<file path="config.mk">
export PLATFORM = sky130hd
export DESIGN_NAME = mem_stage
export DESIGN_NICKNAME = d
export VERILOG_FILES = /design/src/mips_types_pkg.sv /design/src/mips_cp0_pkg.sv /design/src/mem_stage.sv
export SDC_FILE = /design/constraint.sdc
export NUM_CORES = 1
export LEC_CHECK = 0
export BUFFER_PORTS_ARGS = -buffer_cell sky130_fd_sc_hd__buf_2
export CAP_MARGIN = 20
export CORE_AREA = 5 5 314 316
export DETAILED_ROUTE_END_ITERATION = 10
export DIE_AREA = 0 0 319 321
export PLACE_DENSITY = 0.33
export SYNTH_ARGS = -nofsm -noshare
export SYNTH_HDL_FRONTEND = slang
export SYNTH_SLANG_ARGS = --single-unit
</file>
<file path="constraint.sdc">
create_clock -name vclk -period 1.63
set_input_delay 0.0815 -clock vclk [all_inputs]
set_output_delay 0.0815 -clock vclk [all_outputs]
set_load 0.005 [all_outputs]
</file>
<file path="src/mips_types_pkg.sv">
package mips_types_pkg;

    typedef logic [31:0] word_t;
    typedef logic [4:0]  reg_addr_t;
    typedef logic [3:0]  mask_t;
    typedef logic [31:0] inst_addr_t;

    // Memory operation carried down from decode.
    typedef enum logic [3:0] {
        op_nop,
        op_lb,
        op_lbu,
        op_lh,
        op_lhu,
        op_lw,
        op_sb,
        op_sh,
        op_sw
    } oper_t;

    typedef struct packed {
        logic       reg_we;
        reg_addr_t  reg_waddr;
        word_t      reg_wdata;
        logic       hilo_we;
        word_t      hi;
        word_t      lo;
        oper_t      oper;
        word_t      mem_addr;
        word_t      mem_wdata;
        logic       cp0_we;
        reg_addr_t  cp0_waddr;
        word_t      cp0_wdata;
        word_t      excp_req;
        inst_addr_t pc;
        logic       in_delayslot;
    } ex_mem_t;

    typedef struct packed {
        logic      reg_we;
        reg_addr_t reg_waddr;
        word_t     reg_wdata;
        logic      hilo_we;
        word_t     hi;
        word_t     lo;
        logic      cp0_we;
        reg_addr_t cp0_waddr;
        word_t     cp0_wdata;
    } wb_t;

    // The data RAM holds 2**RAM_ADDR_BITS words.
    localparam int unsigned RAM_ADDR_BITS = 8;

endpackage

</file>
<file path="src/mips_cp0_pkg.sv">
package mips_cp0_pkg;

    localparam mips_types_pkg::reg_addr_t CP0_STATUS = 5'd12;
    localparam mips_types_pkg::reg_addr_t CP0_CAUSE  = 5'd13;
    localparam mips_types_pkg::reg_addr_t CP0_EPC    = 5'd14;

    localparam int unsigned STATUS_IE    = 0;
    localparam int unsigned STATUS_EXL   = 1;
    localparam int unsigned STATUS_IM_LO = 8;
    localparam int unsigned STATUS_IM_HI = 15;

    // IP[7:2] are the hardware lines and IP[1:0] the software ones.
    localparam int unsigned CAUSE_IP_LO    = 8;
    localparam int unsigned CAUSE_HW_IP_LO = 10;
    localparam int unsigned CAUSE_IP_HI    = 15;
    localparam int unsigned CAUSE_EXC_LO   = 2;
    localparam int unsigned CAUSE_EXC_HI   = 6;
    localparam int unsigned CAUSE_BD       = 31;

    localparam mips_types_pkg::word_t CAUSE_WRITE_MASK = 32'h0000_0300;

    // Bit positions in the exception request word from execute.
    localparam int unsigned REQ_SYSCALL = 8;
    localparam int unsigned REQ_INVALID = 9;
    localparam int unsigned REQ_OV      = 11;
    localparam int unsigned REQ_ERET    = 12;

    typedef logic [31:0] excp_t;

    localparam excp_t EXCP_NONE         = 32'd0;
    localparam excp_t EXCP_INTERRUPT    = 32'd1;
    localparam excp_t EXCP_SYSCALL      = 32'd8;
    localparam excp_t EXCP_INVALID_INST = 32'd10;
    localparam excp_t EXCP_OV           = 32'd12;
    localparam excp_t EXCP_ERET         = 32'd14;

    localparam mips_types_pkg::inst_addr_t PC_RESET_ADDR = 32'hBFC0_0000;

endpackage

</file>
<file path="src/mem_stage.sv">
module mem_stage (
    input  mips_types_pkg::ex_mem_t ex_mem_i,
    input  mips_types_pkg::word_t   ram_rdata_i,
    input  mips_types_pkg::word_t   cp0_status_i,
    input  mips_types_pkg::word_t   cp0_cause_i,
    input  mips_types_pkg::word_t   cp0_epc_i,
    input  mips_types_pkg::wb_t     wb_cp0_i,
    output mips_types_pkg::word_t   ram_addr_o,
    output mips_types_pkg::word_t   ram_wdata_o,
    output logic                    ram_we_o,
    output mips_types_pkg::mask_t   ram_mask_o,
    output mips_types_pkg::wb_t     wb_o,
    output mips_cp0_pkg::excp_t     excp_type_o,
    output mips_types_pkg::word_t   cp0_epc_o
);

    mips_types_pkg::word_t status_eff;
    mips_types_pkg::word_t cause_eff;
    mips_types_pkg::word_t epc_eff;
    mips_types_pkg::word_t load_data;
    logic [mips_cp0_pkg::STATUS_IM_HI-mips_cp0_pkg::STATUS_IM_LO:0] int_pending;
    logic int_taken;
    logic squash;
    logic is_load;
    logic mem_we;

    // A CP0 write sitting in writeback lands only at the next edge, so overlay it here.
    always_comb begin
        status_eff = cp0_status_i;
        cause_eff  = cp0_cause_i;
        epc_eff    = cp0_epc_i;
        if (wb_cp0_i.cp0_we) begin
            case (wb_cp0_i.cp0_waddr)
                mips_cp0_pkg::CP0_STATUS: status_eff = wb_cp0_i.cp0_wdata;
                mips_cp0_pkg::CP0_CAUSE: begin
                    cause_eff = (cp0_cause_i & ~mips_cp0_pkg::CAUSE_WRITE_MASK)
                              | (wb_cp0_i.cp0_wdata & mips_cp0_pkg::CAUSE_WRITE_MASK);
                end
                mips_cp0_pkg::CP0_EPC: epc_eff = wb_cp0_i.cp0_wdata;
                default: ;
            endcase
        end
    end

    assign cp0_epc_o = epc_eff;

    assign int_pending = cause_eff[mips_cp0_pkg::CAUSE_IP_HI:mips_cp0_pkg::CAUSE_IP_LO]
                       & status_eff[mips_cp0_pkg::STATUS_IM_HI:mips_cp0_pkg::STATUS_IM_LO];
    assign int_taken   = (|int_pending) && !status_eff[mips_cp0_pkg::STATUS_EXL]
                       && status_eff[mips_cp0_pkg::STATUS_IE];

    // Bubbles carry the reset PC and never raise anything.
    always_comb begin
        excp_type_o = mips_cp0_pkg::EXCP_NONE;
        if (ex_mem_i.pc != mips_cp0_pkg::PC_RESET_ADDR) begin
            if (int_taken) begin
                excp_type_o = mips_cp0_pkg::EXCP_INTERRUPT;
            end else if (ex_mem_i.excp_req[mips_cp0_pkg::REQ_SYSCALL]) begin
                excp_type_o = mips_cp0_pkg::EXCP_SYSCALL;
            end else if (ex_mem_i.excp_req[mips_cp0_pkg::REQ_INVALID]) begin
                excp_type_o = mips_cp0_pkg::EXCP_INVALID_INST;
            end else if (ex_mem_i.excp_req[mips_cp0_pkg::REQ_OV]) begin
                excp_type_o = mips_cp0_pkg::EXCP_OV;
            end else if (ex_mem_i.excp_req[mips_cp0_pkg::REQ_ERET]) begin
                excp_type_o = mips_cp0_pkg::EXCP_ERET;
            end
        end
    end

    assign squash = (excp_type_o != mips_cp0_pkg::EXCP_NONE);

    assign is_load = ex_mem_i.oper inside {mips_types_pkg::op_lb, mips_types_pkg::op_lbu,
                                           mips_types_pkg::op_lh, mips_types_pkg::op_lhu,
                                           mips_types_pkg::op_lw};

    // Sub-word accesses use the low byte lanes of the word.
    always_comb begin
        mem_we     = 1'b0;
        ram_mask_o = 4'b0000;
        load_data  = ram_rdata_i;
        case (ex_mem_i.oper)
            mips_types_pkg::op_lb: begin
                ram_mask_o = 4'b0001;
                load_data  = {{24{ram_rdata_i[7]}}, ram_rdata_i[7:0]};
            end
            mips_types_pkg::op_lbu: begin
                ram_mask_o = 4'b0001;
                load_data  = {24'b0, ram_rdata_i[7:0]};
            end
            mips_types_pkg::op_lh: begin
                ram_mask_o = 4'b0011;
                load_data  = {{16{ram_rdata_i[15]}}, ram_rdata_i[15:0]};
            end
            mips_types_pkg::op_lhu: begin
                ram_mask_o = 4'b0011;
                load_data  = {16'b0, ram_rdata_i[15:0]};
            end
            mips_types_pkg::op_lw: ram_mask_o = 4'b1111;
            mips_types_pkg::op_sb: begin
                mem_we     = 1'b1;
                ram_mask_o = 4'b0001;
            end
            mips_types_pkg::op_sh: begin
                mem_we     = 1'b1;
                ram_mask_o = 4'b0011;
            end
            mips_types_pkg::op_sw: begin
                mem_we     = 1'b1;
                ram_mask_o = 4'b1111;
            end
            default: ;
        endcase
    end

    assign ram_addr_o  = ex_mem_i.mem_addr;
    assign ram_wdata_o = ex_mem_i.mem_wdata;
    assign ram_we_o    = mem_we && !squash;

    always_comb begin
        wb_o.reg_we    = ex_mem_i.reg_we && !squash;
        wb_o.reg_waddr = ex_mem_i.reg_waddr;
        wb_o.reg_wdata = is_load ? load_data : ex_mem_i.reg_wdata;
        wb_o.hilo_we   = ex_mem_i.hilo_we && !squash;
        wb_o.hi        = ex_mem_i.hi;
        wb_o.lo        = ex_mem_i.lo;
        wb_o.cp0_we    = ex_mem_i.cp0_we && !squash;
        wb_o.cp0_waddr = ex_mem_i.cp0_waddr;
        wb_o.cp0_wdata = ex_mem_i.cp0_wdata;
    end

    always_comb begin
        assert (!(ram_we_o && is_load))
            else $error("mem_stage: RAM write enable raised during a load");
    end

endmodule

</file>
==> out/results.ini <==
[grt]
antenna_found_initial = 14
grt_overflow = 0
grt_pass1_wl_mm = 33.7
first_global_vias = 3359
grt_max_degree = 33
grt_usage_pct = 5.02

[sta]
rsz0062_at_grt = true
timing.final.ws_setup_ns = -0.385
fin_crit_sh_pct = 124
hold_viol_final = 0
maxSlewViolCount = 0
finalSetupViolations = 40
max_clock_freq_mhz = 496
fin_crit_ns = 2.02

[die]
die_x_um = 319
core_um2 = 95700
die_h_um = 321
initial_core_util_pct = 3.01
die_area_um2 = 102000
io_pins = 817
row_count = 114

[power_and_ir_drop]
peakVddDrop_mv = 0.0967
p_leak_nw = 1.85
power_mw = 0.902
power.density_nw_per_um2 = 188

[yosys]
postSynthAreaPerCell_um2 = 7.23
yosysTopAreaCellShare_pct = 51.9
ys_warn_count = 0
yosysSeqAreaShare_pct = 0
yosysMostFrequentCell = buf_4
yosys.area.top_type = buf_4
synth.area.top_cells = buf_4 52%, mux2_2 16%, a21oi_1 4.7%
synth_area_um2 = 2880
ys_top_cells_by_count = 199 x buf_4, 40 x mux2_2, 33 x nor2_1
syn-instance-count = 398
yosysUniqueCellTypes = 42

[critical_path]
worst_ep_arrival_time_ns = 1.93
crit_fanout = 6
critPathBufInv = 4
cpLargestDelayFamily = simple AND/OR/NAND/NOR gates
crit_slowest_cell = mux2_4
cp-start-kind = input pin
cpPeakStageDelay_ns = 0.31
crit_path_end_kind = primary output
crit_chain = buf_6, nand4b_4, nor3_4, buf_12, mux2_4, a221oi_4, buf_6, a31oi_4, nor4_2, buf_2
crit_type = in2out
worst_ep_required_time_ns = 1.55
path_common_cell = buf_6

[placed_design]
place_congestion = 0.699
dpl-instance-area_um2 = 4630
dp_hpwl_mm = 25.5
dp.cells = 1782
io_buffer_count = 271

[final_layout]
seq_cells = 0
regArea_um2 = 0
nClkBuffers = 0
area_delta_synth_final_pct = 67.1
fin_area_um2 = 4810
finish.utilization_pct = 5.03
fin_cells = 1794
final_nets = 1059
drive_gt1_share_pct = 70.2

[detailed_routing]
drcViolationCount = 0
dr_wl_met3_mm = 5.92
wl_met1_mm = 8.07
postRouteAntennaNets = 0
detail_route.wl_per_cell_um = 15.7
wl_mm = 28.2
dr_total_vias = 3106
drt-initial-drc-count = 59
drt-vias-per-instance = 1.73
firstDrtPassIters = 4
dr_wl_met2_mm = 12.7
dr.max_layer_used = met5

[status]
status = finished, violations left
violations = negative setup slack

[min_path]
hold_class = in2out

[run]
cap_violations = 0

[final timing paths]
check / startpoint / endpoint / slack, ns / depth (start not counted)
max: wb_cp0_i[36] / excp_type_o[1] / -0.39 / 10
min: ex_mem_i[158] / ram_addr_o[23] / 0.16 / 0
[repair_timing]
action	CTS	global route
buffers inserted	4	3
hold buffers	0	0
cloned	3	0
pin swaps	3	1
setup endpoints to repair	40	51
resized for setup	10	8
[through the flow]
step / TNS (ns) / hold WS, ns / worst slack [ns]
2_1_floorplan: -0.469 / 0.187 / -0.0910
4_1_cts: -8.46 / 0.163 / -0.429
6_report: -7.46 / 0.163 / -0.385
3_3_place_gp: -7.50 / 0.163 / -0.567
3_5_place_dp: -6.97 / 0.163 / -0.582
5_1_grt: -10.51 / 0.163 / -0.503
[routing by layer]
metal	global-route usage, %	vias up
li1	-	1341
met1	4.32	1255
met2	8.34	384
met3	4.30	124
met4	2.26	2
met5	0	-
[area by class of cell]
| class | count | area [um2] |
|---|---|---|
| fill | 11400 | 90900 |
| timing repair buffer | 301 | 1720 |
| tap | 1276 | 1600 |
| multi-input combinational | 212 | 1480 |
| antenna | 4 | 10.0 |
| inverter | 1 | 3.75 |
[logic make-up (layout without fill, tap and decap cells)]
group	count (synthesis)	count (layout)	share of synthesized area [%]
AOI/OAI and AO/OA	48	48	11.7
and+or+nand+nor	92	92	16.8
buffers and inverters	213	302	54.1
muxes	42	42	16.7
xor gates and xnor gates	2	2	0.609
other	1	32	0.130
[placed cells by master (no fill, tap or decap), types with 2 or more instances in the layout]
cell type / count
mux2_2: 37
a21oi_1: 27
nor4_2: 2
nor4_1: 6
xnor2_1: 2
nor3_1: 3
o21ai_0: 2
buf_4: 19
buf_2: 269
diode_2: 4
buf_16: 2
nand4_1: 3
buf_12: 6
nor3_4: 2
a21o_1: 2
conb_1: 28
nor2b_1: 5
a22oi_1: 5
nor2_1: 32
buf_6: 5
or3b_2: 2
nand2_1: 27
mux2_4: 5
[where the power goes]
part | total, mW | switching (mW) | internal [mW]
registers | 0 | 0 | 0
logic | 0.902 | 0.456 | 0.446
clock network | 0.000000250 | 0 | 0.000000250
total | 0.902 | 0.456 | 0.446
(Power assumes the default switching activity.)
