$ cat src/mips_types_pkg.sv
package mips_types_pkg;

    typedef logic [31:0] word_t;
    typedef logic [4:0]  reg_addr_t;
    typedef logic [3:0]  mask_t;
    typedef logic [31:0] inst_addr_t;

    // Memory operation carried down from decode.
    typedef enum logic [3:0] {
        op_nop,
        op_lb,
        op_lbu,
        op_lh,
        op_lhu,
        op_lw,
        op_sb,
        op_sh,
        op_sw
    } oper_t;

    typedef struct packed {
        logic       reg_we;
        reg_addr_t  reg_waddr;
        word_t      reg_wdata;
        logic       hilo_we;
        word_t      hi;
        word_t      lo;
        oper_t      oper;
        word_t      mem_addr;
        word_t      mem_wdata;
        logic       cp0_we;
        reg_addr_t  cp0_waddr;
        word_t      cp0_wdata;
        word_t      excp_req;
        inst_addr_t pc;
        logic       in_delayslot;
    } ex_mem_t;

    typedef struct packed {
        logic      reg_we;
        reg_addr_t reg_waddr;
        word_t     reg_wdata;
        logic      hilo_we;
        word_t     hi;
        word_t     lo;
        logic      cp0_we;
        reg_addr_t cp0_waddr;
        word_t     cp0_wdata;
    } wb_t;

    // The data RAM holds 2**RAM_ADDR_BITS words.
    localparam int unsigned RAM_ADDR_BITS = 8;

endpackage

$ cat src/mips_cp0_pkg.sv
package mips_cp0_pkg;

    localparam mips_types_pkg::reg_addr_t CP0_STATUS = 5'd12;
    localparam mips_types_pkg::reg_addr_t CP0_CAUSE  = 5'd13;
    localparam mips_types_pkg::reg_addr_t CP0_EPC    = 5'd14;

    localparam int unsigned STATUS_IE    = 0;
    localparam int unsigned STATUS_EXL   = 1;
    localparam int unsigned STATUS_IM_LO = 8;
    localparam int unsigned STATUS_IM_HI = 15;

    // IP[7:2] are the hardware lines and IP[1:0] the software ones.
    localparam int unsigned CAUSE_IP_LO    = 8;
    localparam int unsigned CAUSE_HW_IP_LO = 10;
    localparam int unsigned CAUSE_IP_HI    = 15;
    localparam int unsigned CAUSE_EXC_LO   = 2;
    localparam int unsigned CAUSE_EXC_HI   = 6;
    localparam int unsigned CAUSE_BD       = 31;

    localparam mips_types_pkg::word_t CAUSE_WRITE_MASK = 32'h0000_0300;

    // Bit positions in the exception request word from execute.
    localparam int unsigned REQ_SYSCALL = 8;
    localparam int unsigned REQ_INVALID = 9;
    localparam int unsigned REQ_OV      = 11;
    localparam int unsigned REQ_ERET    = 12;

    typedef logic [31:0] excp_t;

    localparam excp_t EXCP_NONE         = 32'd0;
    localparam excp_t EXCP_INTERRUPT    = 32'd1;
    localparam excp_t EXCP_SYSCALL      = 32'd8;
    localparam excp_t EXCP_INVALID_INST = 32'd10;
    localparam excp_t EXCP_OV           = 32'd12;
    localparam excp_t EXCP_ERET         = 32'd14;

    localparam mips_types_pkg::inst_addr_t PC_RESET_ADDR = 32'hBFC0_0000;

endpackage

$ cat src/cp0_regs.sv
module cp0_regs (
    input  logic                       clk,
    input  logic                       rst_n_i,
    input  logic [5:0]                 hw_int_i,
    input  mips_cp0_pkg::excp_t        excp_type_i,
    input  mips_types_pkg::inst_addr_t pc_i,
    input  logic                       in_delayslot_i,
    input  mips_types_pkg::wb_t        wb_cp0_i,
    input  mips_types_pkg::reg_addr_t  raddr_i,
    output mips_types_pkg::word_t      rdata_o,
    output mips_types_pkg::word_t      status_o,
    output mips_types_pkg::word_t      cause_o,
    output mips_types_pkg::word_t      epc_o
);

    mips_types_pkg::word_t status_q;
    mips_types_pkg::word_t status_d;
    mips_types_pkg::word_t cause_q;
    mips_types_pkg::word_t cause_d;
    mips_types_pkg::word_t epc_q;
    mips_types_pkg::word_t epc_d;
    logic is_eret;
    logic excp_commit;

    assign is_eret     = (excp_type_i == mips_cp0_pkg::EXCP_ERET);
    assign excp_commit = (excp_type_i != mips_cp0_pkg::EXCP_NONE) && !is_eret;

    // The exception fields are assigned last so they win over a writeback write.
    always_comb begin
        status_d = status_q;
        cause_d  = cause_q;
        epc_d    = epc_q;
        if (wb_cp0_i.cp0_we) begin
            case (wb_cp0_i.cp0_waddr)
                mips_cp0_pkg::CP0_STATUS: status_d = wb_cp0_i.cp0_wdata;
                mips_cp0_pkg::CP0_CAUSE: begin
                    cause_d = (cause_q & ~mips_cp0_pkg::CAUSE_WRITE_MASK)
                            | (wb_cp0_i.cp0_wdata & mips_cp0_pkg::CAUSE_WRITE_MASK);
                end
                mips_cp0_pkg::CP0_EPC: epc_d = wb_cp0_i.cp0_wdata;
                default: ;
            endcase
        end
        cause_d[mips_cp0_pkg::CAUSE_IP_HI:mips_cp0_pkg::CAUSE_HW_IP_LO] = hw_int_i;
        if (excp_commit) begin
            status_d[mips_cp0_pkg::STATUS_EXL] = 1'b1;
            cause_d[mips_cp0_pkg::CAUSE_EXC_HI:mips_cp0_pkg::CAUSE_EXC_LO] =
                excp_type_i[mips_cp0_pkg::CAUSE_EXC_HI-mips_cp0_pkg::CAUSE_EXC_LO:0];
            cause_d[mips_cp0_pkg::CAUSE_BD] = in_delayslot_i;
            // A delay-slot instruction returns to its branch.
            epc_d = in_delayslot_i ? pc_i - 32'd4 : pc_i;
        end else if (is_eret) begin
            status_d[mips_cp0_pkg::STATUS_EXL] = 1'b0;
        end
    end

    always_ff @(posedge clk) begin
        if (!rst_n_i) begin
            status_q <= '0;
            cause_q  <= '0;
            epc_q    <= '0;
        end else begin
            status_q <= status_d;
            cause_q  <= cause_d;
            epc_q    <= epc_d;
        end
    end

    assign status_o = status_q;
    assign cause_o  = cause_q;
    assign epc_o    = epc_q;

    always_comb begin
        case (raddr_i)
            mips_cp0_pkg::CP0_STATUS: rdata_o = status_q;
            mips_cp0_pkg::CP0_CAUSE:  rdata_o = cause_q;
            mips_cp0_pkg::CP0_EPC:    rdata_o = epc_q;
            default:                  rdata_o = '0;
        endcase
    end

    // Only a writeback write that clears EXL can let the stage take an interrupt.
    a_no_int_under_exl: assert property (
        @(posedge clk) disable iff (!rst_n_i)
        (status_q[mips_cp0_pkg::STATUS_EXL]
            && !(wb_cp0_i.cp0_we && wb_cp0_i.cp0_waddr == mips_cp0_pkg::CP0_STATUS))
        |-> (excp_type_i != mips_cp0_pkg::EXCP_INTERRUPT)
    );

endmodule

$ cat config.mk
export PLATFORM = sky130hd
export DESIGN_NAME = cp0_regs
export DESIGN_NICKNAME = d
export VERILOG_FILES = /design/src/mips_types_pkg.sv /design/src/mips_cp0_pkg.sv /design/src/cp0_regs.sv
export SDC_FILE = /design/constraint.sdc
export NUM_CORES = 1
export LEC_CHECK = 0
export BUFFER_PORTS_ARGS = -buffer_cell sky130_fd_sc_hd__buf_2
export CORE_AREA = 5 5 136 125
export CTS_BUF_LIST = sky130_fd_sc_hd__clkbuf_8
export CTS_CLUSTER_SIZE = 28
export DETAILED_ROUTE_END_ITERATION = 10
export DIE_AREA = 0 0 141 130
export HOLD_SLACK_MARGIN = 0.05
export PLACE_DENSITY = 0.77
export SLEW_MARGIN = 15
export SYNTH_ARGS = -nofsm -noshare
export SYNTH_HDL_FRONTEND = slang
export SYNTH_SLANG_ARGS = --single-unit
$ cat constraint.sdc
create_clock -name clk -period 1.8 [get_ports clk]
set_input_delay 0.27 -clock clk [delete_from_list [all_inputs] [get_ports clk]]
set_output_delay 0.27 -clock clk [all_outputs]
set_load 0.01 [all_outputs]
==> impl_metrics.csv, run 1 <==
group,metric,value,unit
timing,min_period,1620,ps
global_route,grt_use_total,0.162,
logic_synthesis,synth_top_cells_by_area,"dfxtp_1, mux2i_1, nand2_1",
route,post_drt_via_cell_ratio,4.66,
setup_path,end_kind,"output pin",
route,num_vias,4610,
setup_path,worstPathRequired,1530,ps
global_route,grt_pass1_wl,23700,µm
clock_network,cts_resized,0,
placed_design,place.gp.congestion,0.788,
clock_network,h-tree-depth,3,
global_route,grt_pass1_vias,4563,
floorplan,rows,43,
setup_path,crit_type,"in2out",
worst_hold_path,hp-class,"in2reg",
route,post_drt_wl_per_cell,15.4,µm
flow_run,cap_violations,0,
floorplan,fp.dieH,130,µm
route,first_iter_violations,166,
clock_network,clk_path_buf_depth,2,
timing,hold_violations,0,
timing,finalSetupTns,0,ps
route,drc,0,
floorplan,die_w,141,µm
logic_synthesis,syn_avg_cell_area,8.40,µm²
finish,synthToLayoutAreaGrowth,37.8,%
timing,slew_viol_final,0,
timing,max_freq,0.619,GHz
route,dr.pass1.iters,4,
clock_network,clk_pin_slew,90,ps
clock_network,cts_setup_buffers,0,
global_route,grt_max_degree,79,
clock_network,clock-sinks,78,
logic_synthesis,yosysTopAreaCellShare,0.344,
logic_synthesis,synth.distinct_cells,38,
global_route,top_usage_layer,"met2",
setup_path,worstPathMaxFanout,32,
clock_network,clkLatencyLatePin,350,ps
finish,nNetsFinal,1002,
timing,setup_violations,0,
clock_network,ctsRootBufferMaster,"clkbuf_8",
finish,layout-drive-gt1-share,0.370,
power,irDropWorstVdd,0.448,mV
global_route,overflow,0,
outcome,status,"completed",
placed_design,io_buffers,225,
floorplan,initial_core_util,0.297,
floorplan,coreArea,15300,µm²
setup_path,arrival,1350,ps
placed_design,hpwl,12200,µm
route,routed_wl,15300,µm
worst_hold_path,holdPathStages,2,
global_route,met3_usage,0.0432,
clock_network,ctsHoldBuffers,0,
timing,finalCritPeriodShare,0.897,
timing,skew,0,ps
floorplan,io_pins,347,
logic_synthesis,synth_area_leader_cell,"dfxtp_1",
timing,rsz0062_at_grt,"no",
global_route,antenna_found_initial,4,
route,postRouteAntennaNets,0,
clock_network,cts_buffers,9,
floorplan,dieArea,18300,µm²
logic_synthesis,seq_area_frac_synth,0.344,
power,leakage,3.05,nW
logic_synthesis,syn_inst,541,
placed_design,dpl_worst_slack,-125,ps
timing,worst_slack,185,ps
setup_path,start_kind,"primary input",
global_route,grt_use_met2,0.277,
clock_network,cts_tree,"done",
global_route,grtUsageMet1,0.199,
logic_synthesis,synth_area,4540,µm²
power,powerDensity,588,nW/µm²
logic_synthesis,yosys_register_bits,78,
logic_synthesis,yosys_warnings,0,
setup_path,worstRegToRegCells,3,
worst paths after layout:
kind               startpoint     endpoint  slack (ps)
setup / recovery   raddr_i[3]  rdata_o[31]         180
hold / removal    hw_int_i[0]  cause_o[10]         110
setup reg to reg     epc_o[0]     epc_o[0]        1020
hold reg to reg   status_o[0]  status_o[0]         480
cells by family (layout without fill, tap and decap cells):
group,Yosys count,after routing,synth area share
AOI/OAI and AO/OA,85,85,0.151
xor gates and xnor gates,29,29,0.0559
adders and majority gates,1,1,0.00275
buffers and inverters,58,287,0.0730
DFF,78,78,0.344
muxes,68,68,0.150
other,1,19,0.000825
and+or+nand+nor,221,221,0.223
flip-flops by register name, indices dropped and copies added, names as in the netlist:
signal,flops
epc_o,32
status_o,32
cause_o,14
cell type report:
cell class	instances	area (µm²)
timing repair buffer	269	1520
clock buffer	12	165
inverter	2	7.51
multi-input combinational	422	2730
tap	202	253
fill	1566	9020
sequential	78	1560
clock inverter	4	21.3
antenna	1	2.50
cell usage after synthesis:
cell	instances
nand2_1	121
dfxtp_1	78
mux2i_1	68
a21boi_0	33
o211a_1	32
nor2_1	30
clkbuf_1	23
buf_4	18
xnor2_1	17
o21ai_0	14
nor3_1	12
xor2_1	12
nor4_1	11
nand3_1	8
nand4_1	8
and2_1	7
nor2b_1	7
buf_2	6
buf_6	5
or3_1	4
a21oi_1	3
and3_1	3
buf_1	3
inv_1	2
nor3b_1	2
nor4b_1	2
a211oi_4	1
a31oi_1	1
and4bb_2	1
clkbuf_2	1
conb_1	1
ha_1	1
nand2b_1	1
nand3b_1	1
nand4b_1	1
nor4_2	1
nor4b_2	1
o31ai_1	1
layer usage:
layer / wire, µm / share of wire
met1: 6630 / 0.43
met2: 7280 / 0.48
met3: 985 / 0.064
met4: 361 / 0.024
met5: 25 / 0.0016
metrics by stage:
step           total power [mW]  area, µm²  std cells  hold WS, ps   util
3_3_place_gp               2.46       6070        973          463  0.397
2_1_floorplan              2.17       4610        558          392      -
4_1_cts                    3.75       6260        989         73.1  0.410
3_5_place_dp               2.47       6070        973          470  0.397
5_1_grt                    3.89       6260        989         77.6  0.410
6_report                   3.68       6260        990          110  0.410
where the power goes:
part           internal, mW  switching, mW  leakage, nW
Sequential             1.79         0.0471        0.641
Clock                 0.605          0.647       0.0996
Combinational         0.291          0.301         2.31
worst max-delay path, cell delays in order:
cell and delay [ps]:
buf_2 70, nand2_1 80, or3_1 360, buf_12 200
o21ai_0 190, buf_2 160
cells in the final DEF, fill, tap and decap left out, types with 3 or more instances in the layout:
cell type and count:
nor4_1 11, and2_1 7, o211a_1 32, or3_1 4, clkbuf_8 12, nand3_1 8
xnor2_1 17, nor3_1 11, nor2b_1 7, dfxtp_1 78, o21ai_0 14, a21oi_1 3
buf_4 39, nor2_1 30, nand2_1 121, xor2_1 12, conb_1 18, inv_1 3
mux2i_1 68, buf_12 5, buf_2 225, and3_1 3, a21boi_0 33, nand4_1 8
(Power assumes the default switching activity.)
==> run 2: changes to the inputs <==
--- a/config.mk
+++ b/config.mk
@@ -5,15 +5,15 @@
 export SDC_FILE = /design/constraint.sdc
 export NUM_CORES = 1
 export LEC_CHECK = 0
-export BUFFER_PORTS_ARGS = -buffer_cell sky130_fd_sc_hd__buf_2
 export CORE_AREA = 5 5 136 125
 export CTS_BUF_LIST = sky130_fd_sc_hd__clkbuf_8
 export CTS_CLUSTER_SIZE = 28
 export DETAILED_ROUTE_END_ITERATION = 10
 export DIE_AREA = 0 0 141 130
+export DONT_BUFFER_PORTS = 1
 export HOLD_SLACK_MARGIN = 0.05
-export PLACE_DENSITY = 0.77
-export SLEW_MARGIN = 15
+export PLACE_DENSITY = 0.51
+export SLEW_MARGIN = 0
 export SYNTH_ARGS = -nofsm -noshare
 export SYNTH_HDL_FRONTEND = slang
 export SYNTH_SLANG_ARGS = --single-unit
==> impl_metrics.csv, run 2 (same netlist as run 1, synthesis figures left out) <==
group,metric,value,unit
setup_path,worstPathMaxFanout,3,
route,routed_wl,16300,µm
timing,min_period,1730,ps
setup_path,start_kind,"flop",
timing,slew_viol_final,0,
finish,layout_common_cells,"nand2_1, dfxtp_1, mux2i_1",
flow_run,cap_violations,0,
placed_design,hpwl,12000,µm
clock_network,clk_pin_slew,80,ps
setup_path,critPathLaunch,"epc_o[14]",
route,post_drt_wl_per_cell,20.0,µm
route,dr_wl_met3,1300,µm
floorplan,coreArea,15300,µm²
global_route,grt_pass1_wl,24500,µm
setup_path,crit_type,"reg2out",
finish,finalInstanceArea,5660,µm²
setup_path,r2r-end,"epc_o[3]",
timing,hold_violations,0,
global_route,grt_max_degree,79,
route,post_drt_via_cell_ratio,5.14,
route,top_layer,"met5",
finish,synthToLayoutAreaGrowth,24.6,%
route,wl_met1,6830,µm
global_route,overflow,0,
finish,nNetsFinal,829,
power,powerDensity,638,nW/µm²
placed_design,io_buffers,0,
clock_network,cts_setup_buffers,0,
setup_path,worstRegToRegCells,3,
floorplan,io_pins,347,
timing,worstMarginPinSlew,472,ps
floorplan,die_w,141,µm
global_route,grt_pass1_vias,4260,
floorplan,fp.dieH,130,µm
timing,rsz0062_at_grt,"no",
route,dr_wl_met2,7850,µm
finish,layout_commonest_cell,"nand2_1",
clock_network,clock-sinks,78,
clock_network,cts_buffers,9,
finish,diodes,0,
global_route,antenna_found_initial,1,
worst_hold_path,hp-class,"in2reg",
timing,slew-limit-headroom,0.676,
setup_path,end_kind,"output pin",
route,num_vias,4193,
route,drc,0,
placed_design,placement.cell_area,5010,µm²
clock_network,h-tree-depth,3,
worst_hold_path,hold_end,"cause_o[31]",
route,first_iter_violations,207,
timing,setup_violations,0,
clock_network,cts_tree,"done",
floorplan,rows,43,
worst_hold_path,holdPathStages,2,
placed_design,place.gp.congestion,0.887,
floorplan,dieArea,18300,µm²
clock_network,clkLatencyLatePin,350,ps
route,postRouteAntennaNets,0,
setup_path,ff2ff_setup_slack,950,ps
global_route,grt_use_total,0.173,
floorplan,initial_core_util,0.297,
outcome,status,"completed",
timing,skew,0,ps
setup_path,worstPathRequired,1530,ps
finish,layout-drive-gt1-share,0.125,
clock_network,ctsRootBufferMaster,"clkbuf_8",
timing,finalCritPeriodShare,0.963,
route,dr.pass1.iters,4,
power,leakage,2.27,nW
power,p_total,3.61,mW
worst_hold_path,min-delay-start,"in_delayslot_i",
setup_path,arrival,1460,ps
setup_path,r2r_start,"epc_o[3]",
clock_network,clk_path_buf_depth,2,
power,irDropWorstVdd,0.309,mV
timing,max_freq,0.577,GHz
run 2: worst max-delay path: stages, from the launching register on:
cell     delay [ps]
dfxtp_1         360
mux2i_1         410
o21ai_0         170
buf_4           170
run 2: through the flow:
stage | setup WS [ps] | setup TNS, ps | hold slack, ps | cells | utilization
after global placement | -41.4 | -57.8 | 394 | 757 | 0.328
after global routing | 8.76 | 0 | 59.3 | 816 | 0.370
after detailed placement | -41.4 | -160 | 401 | 757 | 0.328
after floorplan | 13.5 | 0 | 392 | 558 | -
after CTS | 46.5 | 0 | 50.6 | 816 | 0.370
final | 66.8 | 0 | 82.5 | 816 | 0.370
run 2: area by class of cell:
type | count | area [µm²]
fill | 1619 | 9620
multi-input combinational | 422 | 2730
sequential | 78 | 1560
timing repair buffer | 96 | 908
tap | 202 | 253
clock buffer | 10 | 138
clock inverter | 6 | 61.3
inverter | 2 | 7.51
run 2: report_power, final:
part	switching [mW]	total, mW	internal (mW)	leakage, nW
combinational	0.165	0.381	0.216	1.53
clock	0.680	1.35	0.674	0.102
sequential	0.0912	1.88	1.79	0.641
run 2: how the worst max path moves through the flow:
stage / to / slack (ps) / depth (start not counted)
4_1_cts: rdata_o[14] / 50 / 3
2_1_floorplan: rdata_o[10] / 10 / 5
5_1_grt: rdata_o[14] / 9 / 3
3_3_place_gp: epc_o[26] / -40 / 7
3_5_place_dp: epc_o[26] / -40 / 7
6_report: rdata_o[14] / 70 / 3
run 2: timing repair:
item,CTS,global route
gates resized for setup,0,0
endpoints found under the hold margin,78,0
hold buffers,43,0
run 2: routing by layer:
| layer | track usage | vias up |
|---|---|---|
| met5 | 0 | - |
| met3 | 0.0502 | 26 |
| met1 | 0.212 | 2013 |
| li1 | - | 1975 |
| met2 | 0.288 | 177 |
| met4 | 0.0661 | 2 |
